## src/daq_pkg.sv

```systemverilog
package daq_pkg;

	// field widths of the time base and the outlet words
	localparam int SYSTIME_W = 64;
	localparam int STAMP_W = 56;
	localparam int WORD_W = 32;
	localparam int TAG_W = 8;

	typedef logic [SYSTIME_W-1:0] systime_t;	// free running system time
	typedef logic [STAMP_W-1:0] stamp_t;	// low part of the system time kept in a record
	typedef logic [WORD_W-1:0] daq_word_t;	// one word on the daq outlet
	typedef logic [TAG_W-1:0] daq_tag_t;	// record type, top byte of the first word

	// latch channel k reports with tag DAQT_LATCH_BASE + k
	localparam daq_tag_t DAQT_LATCH_BASE = 8'd40;

	// flops between the sync pin and the edge detector
	localparam int SYNC_STAGES = 2;

	// a single lit led, which the chaser then walks around
	localparam logic [7:0] LED_RESET = 8'b00000001;

	// the first word carries the tag and the upper stamp bits,
	// so tag and upper stamp must fill exactly one word
	localparam int STAMP_HI_W = STAMP_W - WORD_W;

endpackage
```

## src/time_base.sv

```systemverilog
`timescale 1ns/1ps

module time_base #(
	parameter int LED_SHIFT = 22
) (
	input logic clk,
	input logic rst,

	input daq_pkg::systime_t systime_set,
	input logic systime_set_en,

	output daq_pkg::systime_t systime,
	output logic [7:0] leds
);

	logic led_step;

	// the chaser moves once per 2**LED_SHIFT cycles of the counter
	assign led_step = (systime[LED_SHIFT-1:0] == '0);

	// the host may load a new time at any cycle, the load wins over the increment
	always_ff @(posedge clk) begin
		if (rst) begin
			systime <= '0;
		end else if (systime_set_en) begin
			systime <= systime_set;
		end else begin
			systime <= systime + 1'b1;
		end
	end

	// rotate left, the top led wraps around to the bottom
	always_ff @(posedge clk) begin
		if (rst) begin
			leds <= daq_pkg::LED_RESET;
		end else if (led_step) begin
			leds <= {leds[6:0], leds[7]};
		end
	end

endmodule

```

## config.mk

```make
export PLATFORM = sky130hd
export DESIGN_NAME = time_base
export DESIGN_NICKNAME = d
export VERILOG_FILES = /design/src/daq_pkg.sv /design/src/time_base.sv
export SDC_FILE = /design/constraint.sdc
export NUM_CORES = 1
export LEC_CHECK = 0
export ABC_AREA = 0
export BUFFER_PORTS_ARGS = -buffer_cell sky130_fd_sc_hd__buf_2
export CORE_ASPECT_RATIO = 0.8
export CORE_MARGIN = 3
export CORE_UTILIZATION = 50
export DETAILED_ROUTE_END_ITERATION = 7
export GPL_TIMING_DRIVEN = 0
export PLACE_DENSITY_LB_ADDON = 0.05
export SETUP_SLACK_MARGIN = 0.15
export SLEW_MARGIN = 40
export SYNTH_ARGS = -nofsm -noshare
export SYNTH_HDL_FRONTEND = slang
export SYNTH_SLANG_ARGS = --single-unit
```

## constraint.sdc

```tcl
create_clock -name clk -period 2.8 [get_ports clk]
set_input_delay 0.42 -clock clk [delete_from_list [all_inputs] [get_ports clk]]
set_output_delay 0.42 -clock clk [all_outputs]
set_load 0.005 [all_outputs]
```

Yosys cells after proc, flatten, opt, wreduce, memory -nomap -nowiden
Index checks and enable logic that the tools add are counted.
{"block": "op_classes", "addsub": 1, "n_mux": 1, "reduce_logical": 1}
{"operator": "64-bit by 1-bit adder with 64-bit output, second input constant", "n": 1}
{"operator": "64-bit two-way mux", "n": 1}
{"operator": "22-bit logical NOT", "n": 1}
{"block": "totals", "reg_bits": 72, "in_bits": 67}

Longest topological paths before layout
{"block": "depth", "word_depth": 2, "depth_mapped": 8}

Least setup slack after synthesis
Ideal clock, no wire load.
{"block": "synth_path", "path_kind": "register to register", "start": "reg systime[3]", "end": "reg systime[57]", "t_arrival_ns": 2.371, "setup_ns": 0.091, "path_slack_ns": 0.338, "stages_incl_launch_ff": 7, "n_path_buf": 1, "cell_sequence": "dfxtp_1 nand4_4 or3_1 buf_2 or4_4 or4_1 a311oi_1"}
{"block": "synth_via", "elab_chain_cells": 2}
{"item": "start, declared", "line": "time_base.sv:12", "source": "output daq_pkg::systime_t systime,"}
{"item": "start signal, assigned", "line": "time_base.sv:26", "source": "systime <= systime_set;"}
{"item": "start signal, assigned", "line": "time_base.sv:28", "source": "systime <= systime + 1'b1;"}
{"item": "64-bit by 1-bit adder with 64-bit output", "line": "time_base.sv:28"}
{"item": "64-bit two-way mux", "line": "time_base.sv:25", "source": "end else if (systime_set_en) begin"}
Every way passes these cells.
A chain may end at the register's enable or synchronous reset.

Worst setup path after layout
{"block": "layout_path", "start": "reg systime[2]", "end": "reg systime[57]"}
Same word-level chain as after synthesis.

==> impl_results.md <==
- Status: finished clean
- Starting density of the core: 0.5265
- CP max stage delay: between 0.5 and 0.6 ns
- Worst slack, placed: -0.4272 ns
- Final Critical Period: roughly 2.6 ns
- Rel. slew slack: 0.5198
- CP arrival: 2.83 ns
- Post-layout util: 0.6878
- Post-route setup TNS: 0 ns
- Worst-path clk slew: ~0.080 ns
- Post-synth top flop: dfxtp_1
- 1st-pass router iterations: 5
- Largest family of logic cells by synthesized area: simple AND/OR/NAND/NOR gates
- Synth Area in XOR/XNOR: 0.08794
- # rows: 28
- Period utilization: 0.9201
- Netlist cell types: 41
- Clock Sinks: 72
- Core Box Area: 7567 sq um
- Area of placed instances: 4815 sq um
- First-pass GRT wire length: 20370 microns
- I/O Buffers: around 140
- Clk_skew: 0.008845 ns
- Drt drc: 0
- Later-pin clock latency in the skew report: 0.35 ns
- Die footprint: 9081 sq um
- Hpwl dp: just over 9000 microns
- Slew Limit Fails: 0
- CP required: a little over 3 ns
- Final #Nets: 709
- Total CTS buffers: 9
- Largest net degree at the start of global routing: 13
- Worst hold start: systime_set[3]
- Vias in the first global route: 4051
- Tot GR Track Use: 0.2774
- IO Count: around 140
- Share of post-route cells with drive strength above 1: 0.2837
- Mapped Nets: 554
- Crit-path leading delay family: simple AND/OR/NAND/NOR gates
- Ant diodes: 0
- Syn Area/Cell: 8.214 sq um
- Post-Synth Simple-Gate Area: 0.3144
- Initial antenna violation count: 0
- Vias per inst: 5.887
- Routed Antenna Nets: 0
- Total power per unit cell area: around 490 nW/um^2
- Synth Area in Adders: 0.006281
- Max clock buf depth: 2
- H-tree levels: 3
- Sequential area share after synthesis: 0.3618
- Die Ht: 85.84 microns
- RSZ-0062 raised after global routing: yes
- Grt total ovfl: 0
- Placed insts: 728
- CTS tree: built
- Hold WC Path Type: in -> reg
- Compound-gate portion of the synthesized area: 0.1470
- Syn Std Cell Area: 3984 sq um
- Worst path bufs/invs: 2
- Final setup viols: 0
- Routed wire length: 12750 microns
- Startpoint of the worst-slack reg-to-reg timing path: systime[2]
- Cell count after synthesis: 485
- CP cell instances: buf_6 -> nand3_2 -> or3_1 -> buf_2 -> or4_4 -> or4_1 -> a311oi_1
- Startpoint types: register
- Multi-input gate area: 2454 sq um
- Leakage: ~2.1 nW
- Max frequency: around 390 MHz
- Max Cap Viol: 0
- Mux share of post-synthesis cell area: 0.03769
- Worst vdd ir: about 0.00034 V
- Number of synthesized flops with an enable pin: 0
- Final Non-Filler Cells: 750
- DR WL/cell: 17.00 microns
- RD Place Congestion: approximately 0.86
- Via Count: approximately 4400
- Iteration-0 DRC Markers: 263
- Crit end category: register
- Fin area: 5205 sq um
- Worst Setup Path Type: reg -> reg
- Die Wd: roughly 110 microns
- Clock root buffer: clkbuf_8
- FF/Latch Area: roughly 1500 sq um
- CP max-delay cell: or4_4
- Synth Warn #: 0
- Fillers: approximately 660
- Asr flop ratio synth: 0
- Slew @ Worst Pin: 0.7150 ns
- FF+latch count, synth: 72
- Worst Setup Slack, final: 0.2236 ns
- Layout area overhead: 30.65%
- Crit path max fanout: 7
- Fin. Hold Viols: 0
- Worst Setup SP: systime[2]
## cells in the mapped netlist (3+ instances only)
library cell	n	area, sq um
xor2_1	14	122.6
nor4_2	3	37.54
clkbuf_1	29	108.9
and4_1	14	122.6
a211oi_1	33	247.7
or4_1	12	90.09
a311oi_1	15	131.4
dfxtp_1	72	1441
nor4_1	13	81.33
mux2i_1	15	150.1
nand2_1	28	105.1
o31ai_1	6	45.04
nand4_1	19	118.9
or3_1	11	68.82
a21oi_1	7	35.03
nand3_1	23	115.1
inv_1	13	48.80
and3_1	8	50.05
nor2_1	70	262.8
nor3_1	15	75.07
o21ai_0	8	40.04
a2111oi_0	8	70.07
xnor2_1	26	227.7
## final timing paths
| check | cells after the start | slack (ns) | end |
|---|---|---|---|
| hold / removal | 3 | 0.31 | systime[3] |
| setup reg to reg | 7 | 0.22 | systime[57] |
| hold reg to reg | 1 | 0.52 | leds[0] |
| setup / recovery | 7 | 0.22 | systime[57] |
## metal layers
layer / track usage / part of all wire
met5: 0 / 0
met1: 0.3822 / 0.44
met4: 0.08353 / 0.023
met2: 0.4381 / 0.45
met3: 0.06170 / 0.085
## stage by stage
stage               power, W  hold slack (ns)
detailed placement  0.001519           0.4958
global placement    0.001508           0.4828
CTS                 0.002528           0.2991
floorplan           0.001347           0.4829
finish              0.002529           0.3078
global route        0.002636           0.3140
## cell usage in the layout (no fill, tap or decap), drive strengths merged, types with 2 or more instances in the layout
| cell | instances |
|---|---|
| a2111oi | 8 |
| a21oi | 7 |
| mux2i | 15 |
| nor3 | 16 |
| bufinv | 3 |
| o31ai | 6 |
| buf | 148 |
| or3 | 11 |
| clkbuf | 40 |
| nor3b | 2 |
| nor4 | 16 |
| nand3 | 23 |
| nor2 | 70 |
| nand2 | 28 |
| xor2 | 14 |
| nor2b | 2 |
| dfxtp | 72 |
| nand4 | 20 |
| a211oi | 33 |
| a311oi | 15 |
| and4 | 14 |
| ha | 2 |
| xnor2 | 26 |
| clkinv | 3 |
| or4 | 13 |
| and2 | 2 |
| o21ai | 8 |
| inv | 13 |
| and3 | 8 |
## repair_timing
| item | CTS | global route |
|---|---|---|
| endpoints found under the setup margin | 16 | 27 |
| pin swaps | 3 | 2 |
| buffers inserted | 3 | 3 |
| hold buffers | 0 | 0 |
| gates resized for setup | 9 | 18 |
## flip-flops by register name, summed over array words and instances, names as in the netlist
signal	flops
systime	64
leds	8
## final cells by class
class	count	area share
Buffer	33	0.02620
Clock buffer	11	0.02716
Clock inverter	5	0.01995
Inverter	14	0.01010
Multi-Input combinational cell	366	0.4714
Sequential cell	72	0.2786
Tap cell	105	0.02524
Timing Repair Buffer	144	0.1413
## cells by family (layout without fill, tap and decap cells)
logic type               Yosys count  in the layout
buffers and inverters             47            207
AO/OA/AOI/OAI                     79             79
adder cells (fa/ha/maj)            2              2
multiplexers                      15             15
flip-flops                        72             72
XOR/XNOR                          40             40
AND/OR/NAND/NOR                  230            230
## report_power, final
group          total [W]  switching [W]  leakage, nW  internal (W)
Combinational   0.000322       0.000165         1.40      0.000157
Clock            0.00102       0.000406        0.124      0.000617
Sequential       0.00118      0.0000963        0.598       0.00109
Total            0.00253       0.000667         2.12       0.00186
## worst reg2reg max path, delay by kind of cell, from the launching register on
kind,cells,cell delay (ns)
buf+inv,2,0.31
simple gates,4,1.58
flops,1,0.35
compound gates,1,0.25
Power figures use the tool's default switching activity.
