--- src/daq_pkg.sv ---
package daq_pkg;

	// field widths of the time base and the outlet words
	localparam int SYSTIME_W = 64;
	localparam int STAMP_W = 56;
	localparam int WORD_W = 32;
	localparam int TAG_W = 8;

	typedef logic [SYSTIME_W-1:0] systime_t;	// free running system time
	typedef logic [STAMP_W-1:0] stamp_t;	// low part of the system time kept in a record
	typedef logic [WORD_W-1:0] daq_word_t;	// one word on the daq outlet
	typedef logic [TAG_W-1:0] daq_tag_t;	// record type, top byte of the first word

	// latch channel k reports with tag DAQT_LATCH_BASE + k
	localparam daq_tag_t DAQT_LATCH_BASE = 8'd40;

	// flops between the sync pin and the edge detector
	localparam int SYNC_STAGES = 2;

	// a single lit led, which the chaser then walks around
	localparam logic [7:0] LED_RESET = 8'b00000001;

	// the first word carries the tag and the upper stamp bits,
	// so tag and upper stamp must fill exactly one word
	localparam int STAMP_HI_W = STAMP_W - WORD_W;

endpackage
--- src/latch_stamper.sv ---
`timescale 1ns/1ps

module latch_stamper #(
	parameter int CHAN_ID = 0
) (
	input logic clk,
	input logic rst,

	input logic latch,	// asynchronous sync pin
	input daq_pkg::systime_t systime,

	// record handshake towards the arbiter
	output logic req,
	input logic grant,
	output daq_pkg::daq_word_t data,
	output logic valid,
	output logic rec_end
);

	localparam daq_pkg::daq_tag_t TAG =
		daq_pkg::daq_tag_t'(daq_pkg::DAQT_LATCH_BASE + CHAN_ID);

	typedef enum logic [1:0] {
		ST_IDLE,
		ST_WAIT_GRANT,
		ST_SEND_LOWER
	} state_t;

	state_t state;

	logic [daq_pkg::SYNC_STAGES-1:0] sync_q;
	logic latch_prev;
	logic latch_s;
	logic rise;

	daq_pkg::stamp_t stamp;

	// the oldest synchronizer stage is the only one that may be used
	assign latch_s = sync_q[daq_pkg::SYNC_STAGES-1];
	assign rise = latch_s & ~latch_prev;

	always_ff @(posedge clk) begin
		if (rst) begin
			sync_q <= '0;
			latch_prev <= 1'b0;
		end else begin
			sync_q <= {sync_q[daq_pkg::SYNC_STAGES-2:0], latch};
			latch_prev <= latch_s;	// tracks the pin even while busy, so busy edges are lost
		end
	end

	// the record carries the low 56 bits of the time at the detected edge
	always_ff @(posedge clk) begin
		if (state == ST_IDLE && rise) begin
			stamp <= systime[daq_pkg::STAMP_W-1:0];
		end
	end

	always_ff @(posedge clk) begin
		if (rst) begin
			state <= ST_IDLE;
			req <= 1'b0;
			valid <= 1'b0;
			rec_end <= 1'b0;
		end else begin
			valid <= 1'b0;
			rec_end <= 1'b0;
			case (state)
				ST_IDLE: begin
					if (rise) begin
						req <= 1'b1;
						state <= ST_WAIT_GRANT;
					end
				end
				ST_WAIT_GRANT: begin
					if (grant) begin	// req may be held here for any number of cycles
						req <= 1'b0;
						valid <= 1'b1;
						state <= ST_SEND_LOWER;
					end
				end
				ST_SEND_LOWER: begin
					valid <= 1'b1;
					rec_end <= 1'b1;
					state <= ST_IDLE;
				end
				default: begin
					state <= ST_IDLE;
				end
			endcase
		end
	end

	// tag word on the grant, low stamp word right after it
	always_ff @(posedge clk) begin
		if (state == ST_WAIT_GRANT && grant) begin
			data <= {TAG, stamp[daq_pkg::STAMP_W-1 -: daq_pkg::STAMP_HI_W]};
		end else if (state == ST_SEND_LOWER) begin
			data <= stamp[daq_pkg::WORD_W-1:0];
		end
	end

endmodule

--- config.mk ---
export PLATFORM = sky130hd
export DESIGN_NAME = latch_stamper
export DESIGN_NICKNAME = d
export VERILOG_FILES = /design/src/daq_pkg.sv /design/src/latch_stamper.sv
export SDC_FILE = /design/constraint.sdc
export NUM_CORES = 1
export LEC_CHECK = 0
export BUFFER_PORTS_ARGS = -buffer_cell sky130_fd_sc_hd__buf_2
export CAP_MARGIN = 20
export CORE_AREA = 2 2 90 92
export CTS_CLUSTER_DIAMETER = 50
export DETAILED_ROUTE_END_ITERATION = 8
export DIE_AREA = 0 0 92 94
export GPL_TIMING_DRIVEN = 1
export PLACE_DENSITY = 0.7
export RECOVER_POWER = 50
export SETUP_SLACK_MARGIN = 0.15
export SLEW_MARGIN = 5
export SYNTH_ARGS = -nofsm -noshare
export SYNTH_HDL_FRONTEND = slang
export SYNTH_SLANG_ARGS = --single-unit
--- constraint.sdc ---
create_clock -name clk -period 3.24 [get_ports clk]
set_input_delay 0.324 -clock clk [delete_from_list [all_inputs] [get_ports clk]]
set_output_delay 0.324 -clock clk [all_outputs]
set_load 0.02 [all_outputs]
# Word level (Yosys, flattened, before mapping)
# Index checks and enable logic that the tools add are counted.
# word_totals
register_bits	96
input_bits	68
# classes
n_eq_ne	4
n_mux	11
n_bitwise	2
n_reduce_logical	7
# op_table
cell	n
24-bit 2-to-1 mux	2
1-bit 2-to-1 mux	4
2-bit 2-to-1 mux	2
2-bit != test (second input constant)	2
1-bit case mux with 2 select lines	2
2-bit case mux with 2 select lines	1
2-bit nonzero test	2
3-bit AND reduction	1
2-bit by 1-bit == test with 1-bit output (second input constant)	1
2-bit == test (second input constant)	1
1-bit logical AND	2
2-bit logical NOT	1
2-bit AND reduction	1
1-bit AND	1
1-bit NOT	1

# Logic depth before layout (Yosys ltp)
# depth
depth_word	4
ltp_mapped	6
mapped_depth_nobuf	5

# Worst setup path after synthesis
# No wires, ideal clock.
# synth_timing
path_type	flip-flop to flip-flop
start	register state[0]
end	register stamp[0], enable pin
setup_ps	470
arrival_time_ps	3127
setup_slack_ps	-357
stages_incl_launch_ff	5
path_cell_list	dfxtp_1 > inv_1 > ha_1 > inv_1 > nor2_1
# synth_between
elab_chain_len	2
# synth_lines
element	line	text
start: declaration	latch_stamper.sv:29	state_t state;
start signal: assignment	latch_stamper.sv:61	state <= ST_IDLE;
start signal: assignment	latch_stamper.sv:72	state <= ST_WAIT_GRANT;
start signal: assignment	latch_stamper.sv:79	state <= ST_SEND_LOWER;
2-bit logical NOT	latch_stamper.sv:54	if (state == ST_IDLE && rise) begin
1-bit logical AND	latch_stamper.sv:54	
end signal: assignment	latch_stamper.sv:55	stamp <= systime[daq_pkg::STAMP_W-1:0];
end: declaration	latch_stamper.sv:36	daq_pkg::stamp_t stamp;
# Every way passes these cells.
# A chain may end at the register's enable or synchronous reset.

# Worst setup path in the final report
# layout_timing
start	register state[1]
end	register data[17], data pin
# layout_between
elab_chain_len	3
# layout_lines
element	line	text
2-bit by 1-bit == test with 1-bit output	latch_stamper.sv:96	if (state == ST_WAIT_GRANT && grant) begin
1-bit logical AND	latch_stamper.sv:96	
24-bit 2-to-1 mux	latch_stamper.sv:96	
end signal: assignment	latch_stamper.sv:97	data <= {TAG, stamp[daq_pkg::STAMP_W-1 -: daq_pkg::STAMP_HI_W]};
end signal: assignment	latch_stamper.sv:99	data <= stamp[daq_pkg::WORD_W-1:0];
end: declaration	latch_stamper.sv:15	output daq_pkg::daq_word_t data,
# Every way passes these cells.

==> impl_metrics.yaml <==
pwr:
  pwr_density_cell_nw_per_um2: 729.6
  p_leak_uw: 0.001593
  max-vdd-ir-drop_v: 0.0003263
  total_power_uw: 3017
grt:
  grt_start_max_net_pins: 31
  first_global_vias: 1927
  grt_pass1_wl_mm: 9.266
  antenna_found_initial: 0
  grt.overflow.total: 0
  track_usage: 0.1464
critical_path:
  r2r_end: "data[17]$_DFFE_PP_"
  critPathMaxStageDelay_ns: 1.29
  crit_required_ns: 3.46
  path_cells: "inv_1 > ha_1 > and2_0 > nand2_1 > nand2_1"
  cp_slowest_cell: "and2_0"
  critical_path.most_common_cell: "nand2_1"
  crit_fanout: 30
  endpoint_kind: "flip-flop"
  crit_arrival_ns: 2.64
  r2r_start: "state[1]$_SDFFE_PP0P_"
  rr_worst_depth: 5
  rrSetupSlack_ns: 0.82
  cp-start-kind: "flip-flop"
  worstSetupPathType: "reg2reg"
logic_synthesis:
  syn_inst: 223
  yosysUniqueCellTypes: 26
  synth_nets: 297
  synth-seq-cells: 96
  synth_area_um2: 3435
  ys_warn_count: 0
  syn_area_per_cell_um2: 15.40
  yosysSeqAreaShare: 0.7927
  synth_area_leaders: "edfxtp_1 (70%), dfxtp_1 (9.3%), nand2_1 (8.1%)"
  synth_top_cell_by_area: "edfxtp_1"
  yosysTopAreaCellShare: 0.6995
clocking:
  clkTransAtPathRegs_ns: 0.10
  cts_resized: 0
  cts_hold_buf: 0
  cts_setup_buffers: 0
  cts.sinks: 96
  cts_buffers: 9
  tritoncts: "built"
  clockRootBuffer: "clkbuf_8"
  clk_latency_ns: 0.36
  cts-htree-levels: 3
  cts_max_path_buffers: 2
job:
  drv_cap: 1
die:
  io_pins: 103
  rows: 32
  die_h_um: 94
  initial_core_util: 0.4515
  die_w_um: 92
  die-area_um2: 8648
  core_area_um2: 7607
detailed_routing:
  ant_nets: 0
  wl_per_cell_um: 13.35
  via_per_inst: 4.452
  drc: 0
  wl_mm: 5.752
  via_count: 1919
  first_pass_iters: 4
  drtIter0Drc: 61
sta:
  max-slew-margin-rel: -0.1280
  setup_viol: 0
  min_period_ns: 2.418
  period_share: 0.7462
  fin_tns_setup_ns: 0
  fin_skew_ns: 0.008737
  grt_setup_unrepaired: "no"
  fmax_mhz: 413.6
  hold_viol: 0
  worst_pin_slew_ns: 1.691
  drv_slew: 31
outcome:
  outcome: "complete, but fails checks"
  violations: "max-capacitance violations, max-slew violations"
placed_design:
  gp_congestion: 0.7788
  dp_hpwl_mm: 3.933
  portBuffers: 94
min_path:
  hold_class: "in2reg"
  holdCritStartpoint: "systime[43]"
  min_path_cells: 1
  hold_end: "stamp[43]$_DFFE_PP_"
final_layout:
  drive_above_1_share: 0.2432
  n_antenna_cell: 0
  area_delta_synth_final_pct: 20.40
  fin_nets: 398
  utilization: 0.5436
==> where the power goes <==
part,switching [µW],leakage [µW],internal [µW],total [µW]
sequential,57.0,0.000863,1550,1610
combinational,439,0.000634,183,622
clock,421,0.0000958,365,786
total,917,0.00159,2100,3020
==> area by class of cell <==
type                       count  area [µm²]
clock buffer                   9       123.9
clock inverter                 7       77.57
fill                         665        3472
inverter                       4       15.01
multi-input combinational    117       628.1
sequential                    96        2723
tap                          102       127.6
timing repair buffer          96       440.4
==> how the worst max path moves through the flow <==
stage               slack (ns)            endpoint             startpoint  cells past startpoint
floorplan                 0.57  stamp[0]$_DFFE_PP_  state[0]$_SDFFE_PP0P_                      4
global placement          1.07    valid$_SDFF_PP0_  state[1]$_SDFFE_PP0P_                      5
detailed placement        1.01    valid$_SDFF_PP0_  state[1]$_SDFFE_PP0P_                      5
CTS                       0.99    valid$_SDFF_PP0_  state[1]$_SDFFE_PP0P_                      5
global route              0.42  data[14]$_DFFE_PP_  state[1]$_SDFFE_PP0P_                      5
finish                    0.82  data[17]$_DFFE_PP_  state[1]$_SDFFE_PP0P_                      5
==> sequential cells by signal, indices dropped and copies added (netlist names) <==
| name | flops |
|---|---|
| data | 32 |
| latch_prev | 1 |
| rec_end | 1 |
| req | 1 |
| stamp | 56 |
| state | 2 |
| sync_q | 2 |
| valid | 1 |
==> worst max-delay path, delay by kind of cell, from the launching register on <==
family	cells	cell delay (ns)
flip-flops	1	0.33
adder cells (fa/ha/maj)	1	0.26
AND/OR/NAND/NOR	3	1.55
buffers and inverters	1	0.13
==> placed cells by master (no fill, tap or decap), drive strengths merged <==
cell type  count
and3           1
clkinvlp       2
and2           1
inv            7
edfxtp        80
buf           60
o2111ai        2
nand2b         3
o21ai          2
and2b          1
clkinv         1
o221a          1
a21oi          1
a211oi         1
o31ai          2
nor2           8
nand2         75
mux2i          8
clkbuf        45
nor2b          5
dfxtp         16
ha             6
bufinv         1
==> layer usage <==
metal / global-route usage / wire, µm / vias to the layer above / part of all wire
li1: - / - / 977 / -
met1: 0.1707 / 2364 / 880 / 0.41
met2: 0.2426 / 2970 / 51 / 0.52
met3: 0.05618 / 286 / 11 / 0.050
met4: 0.06343 / 130 / 0 / 0.023
met5: 0 / 0 / - / 0
==> cell usage after synthesis <==
library cell  instances
buf_2                 1
nand2b_2              1
ha_1                  6
nand2_2               1
clkbuf_8              2
nor2b_1               4
and3_1                1
and2_4                1
a21oi_1               1
nor2_1                8
nand2_1              74
edfxtp_1             80
o21ai_0               1
a211oi_2              1
and2b_1               1
mux2i_1               8
buf_6                 3
nand2b_1              1
o21ai_1               1
o221a_1               1
o2111ai_1             2
nand2b_4              1
inv_1                 4
nor2b_4               1
dfxtp_1              16
o31ai_1               2
==> per-stage QoR <==
stage                     worst slack, ns  std cells  cell area [µm²]  hold slack [ns]
after floorplan                    0.5731        223             3437           0.3956
after global placement              1.072        415             3989           0.4293
after detailed placement            1.008        415             3989           0.4536
after CTS                          0.9888        431             4190           0.1192
after global routing               0.4165        431             4135          0.09881
final                              0.8224        431             4135           0.1310
==> cell families after synthesis <==
logic type,Yosys count,share of synthesized area
AOI/OAI and AO/OA,9,0.02076
adders and majority gates,6,0.02186
buffers and inverters,10,0.02368
DFF,96,0.7927
muxes,8,0.02332
and+or+nand+nor,94,0.1177
No activity file was read; power rests on OpenSTA's default activity.
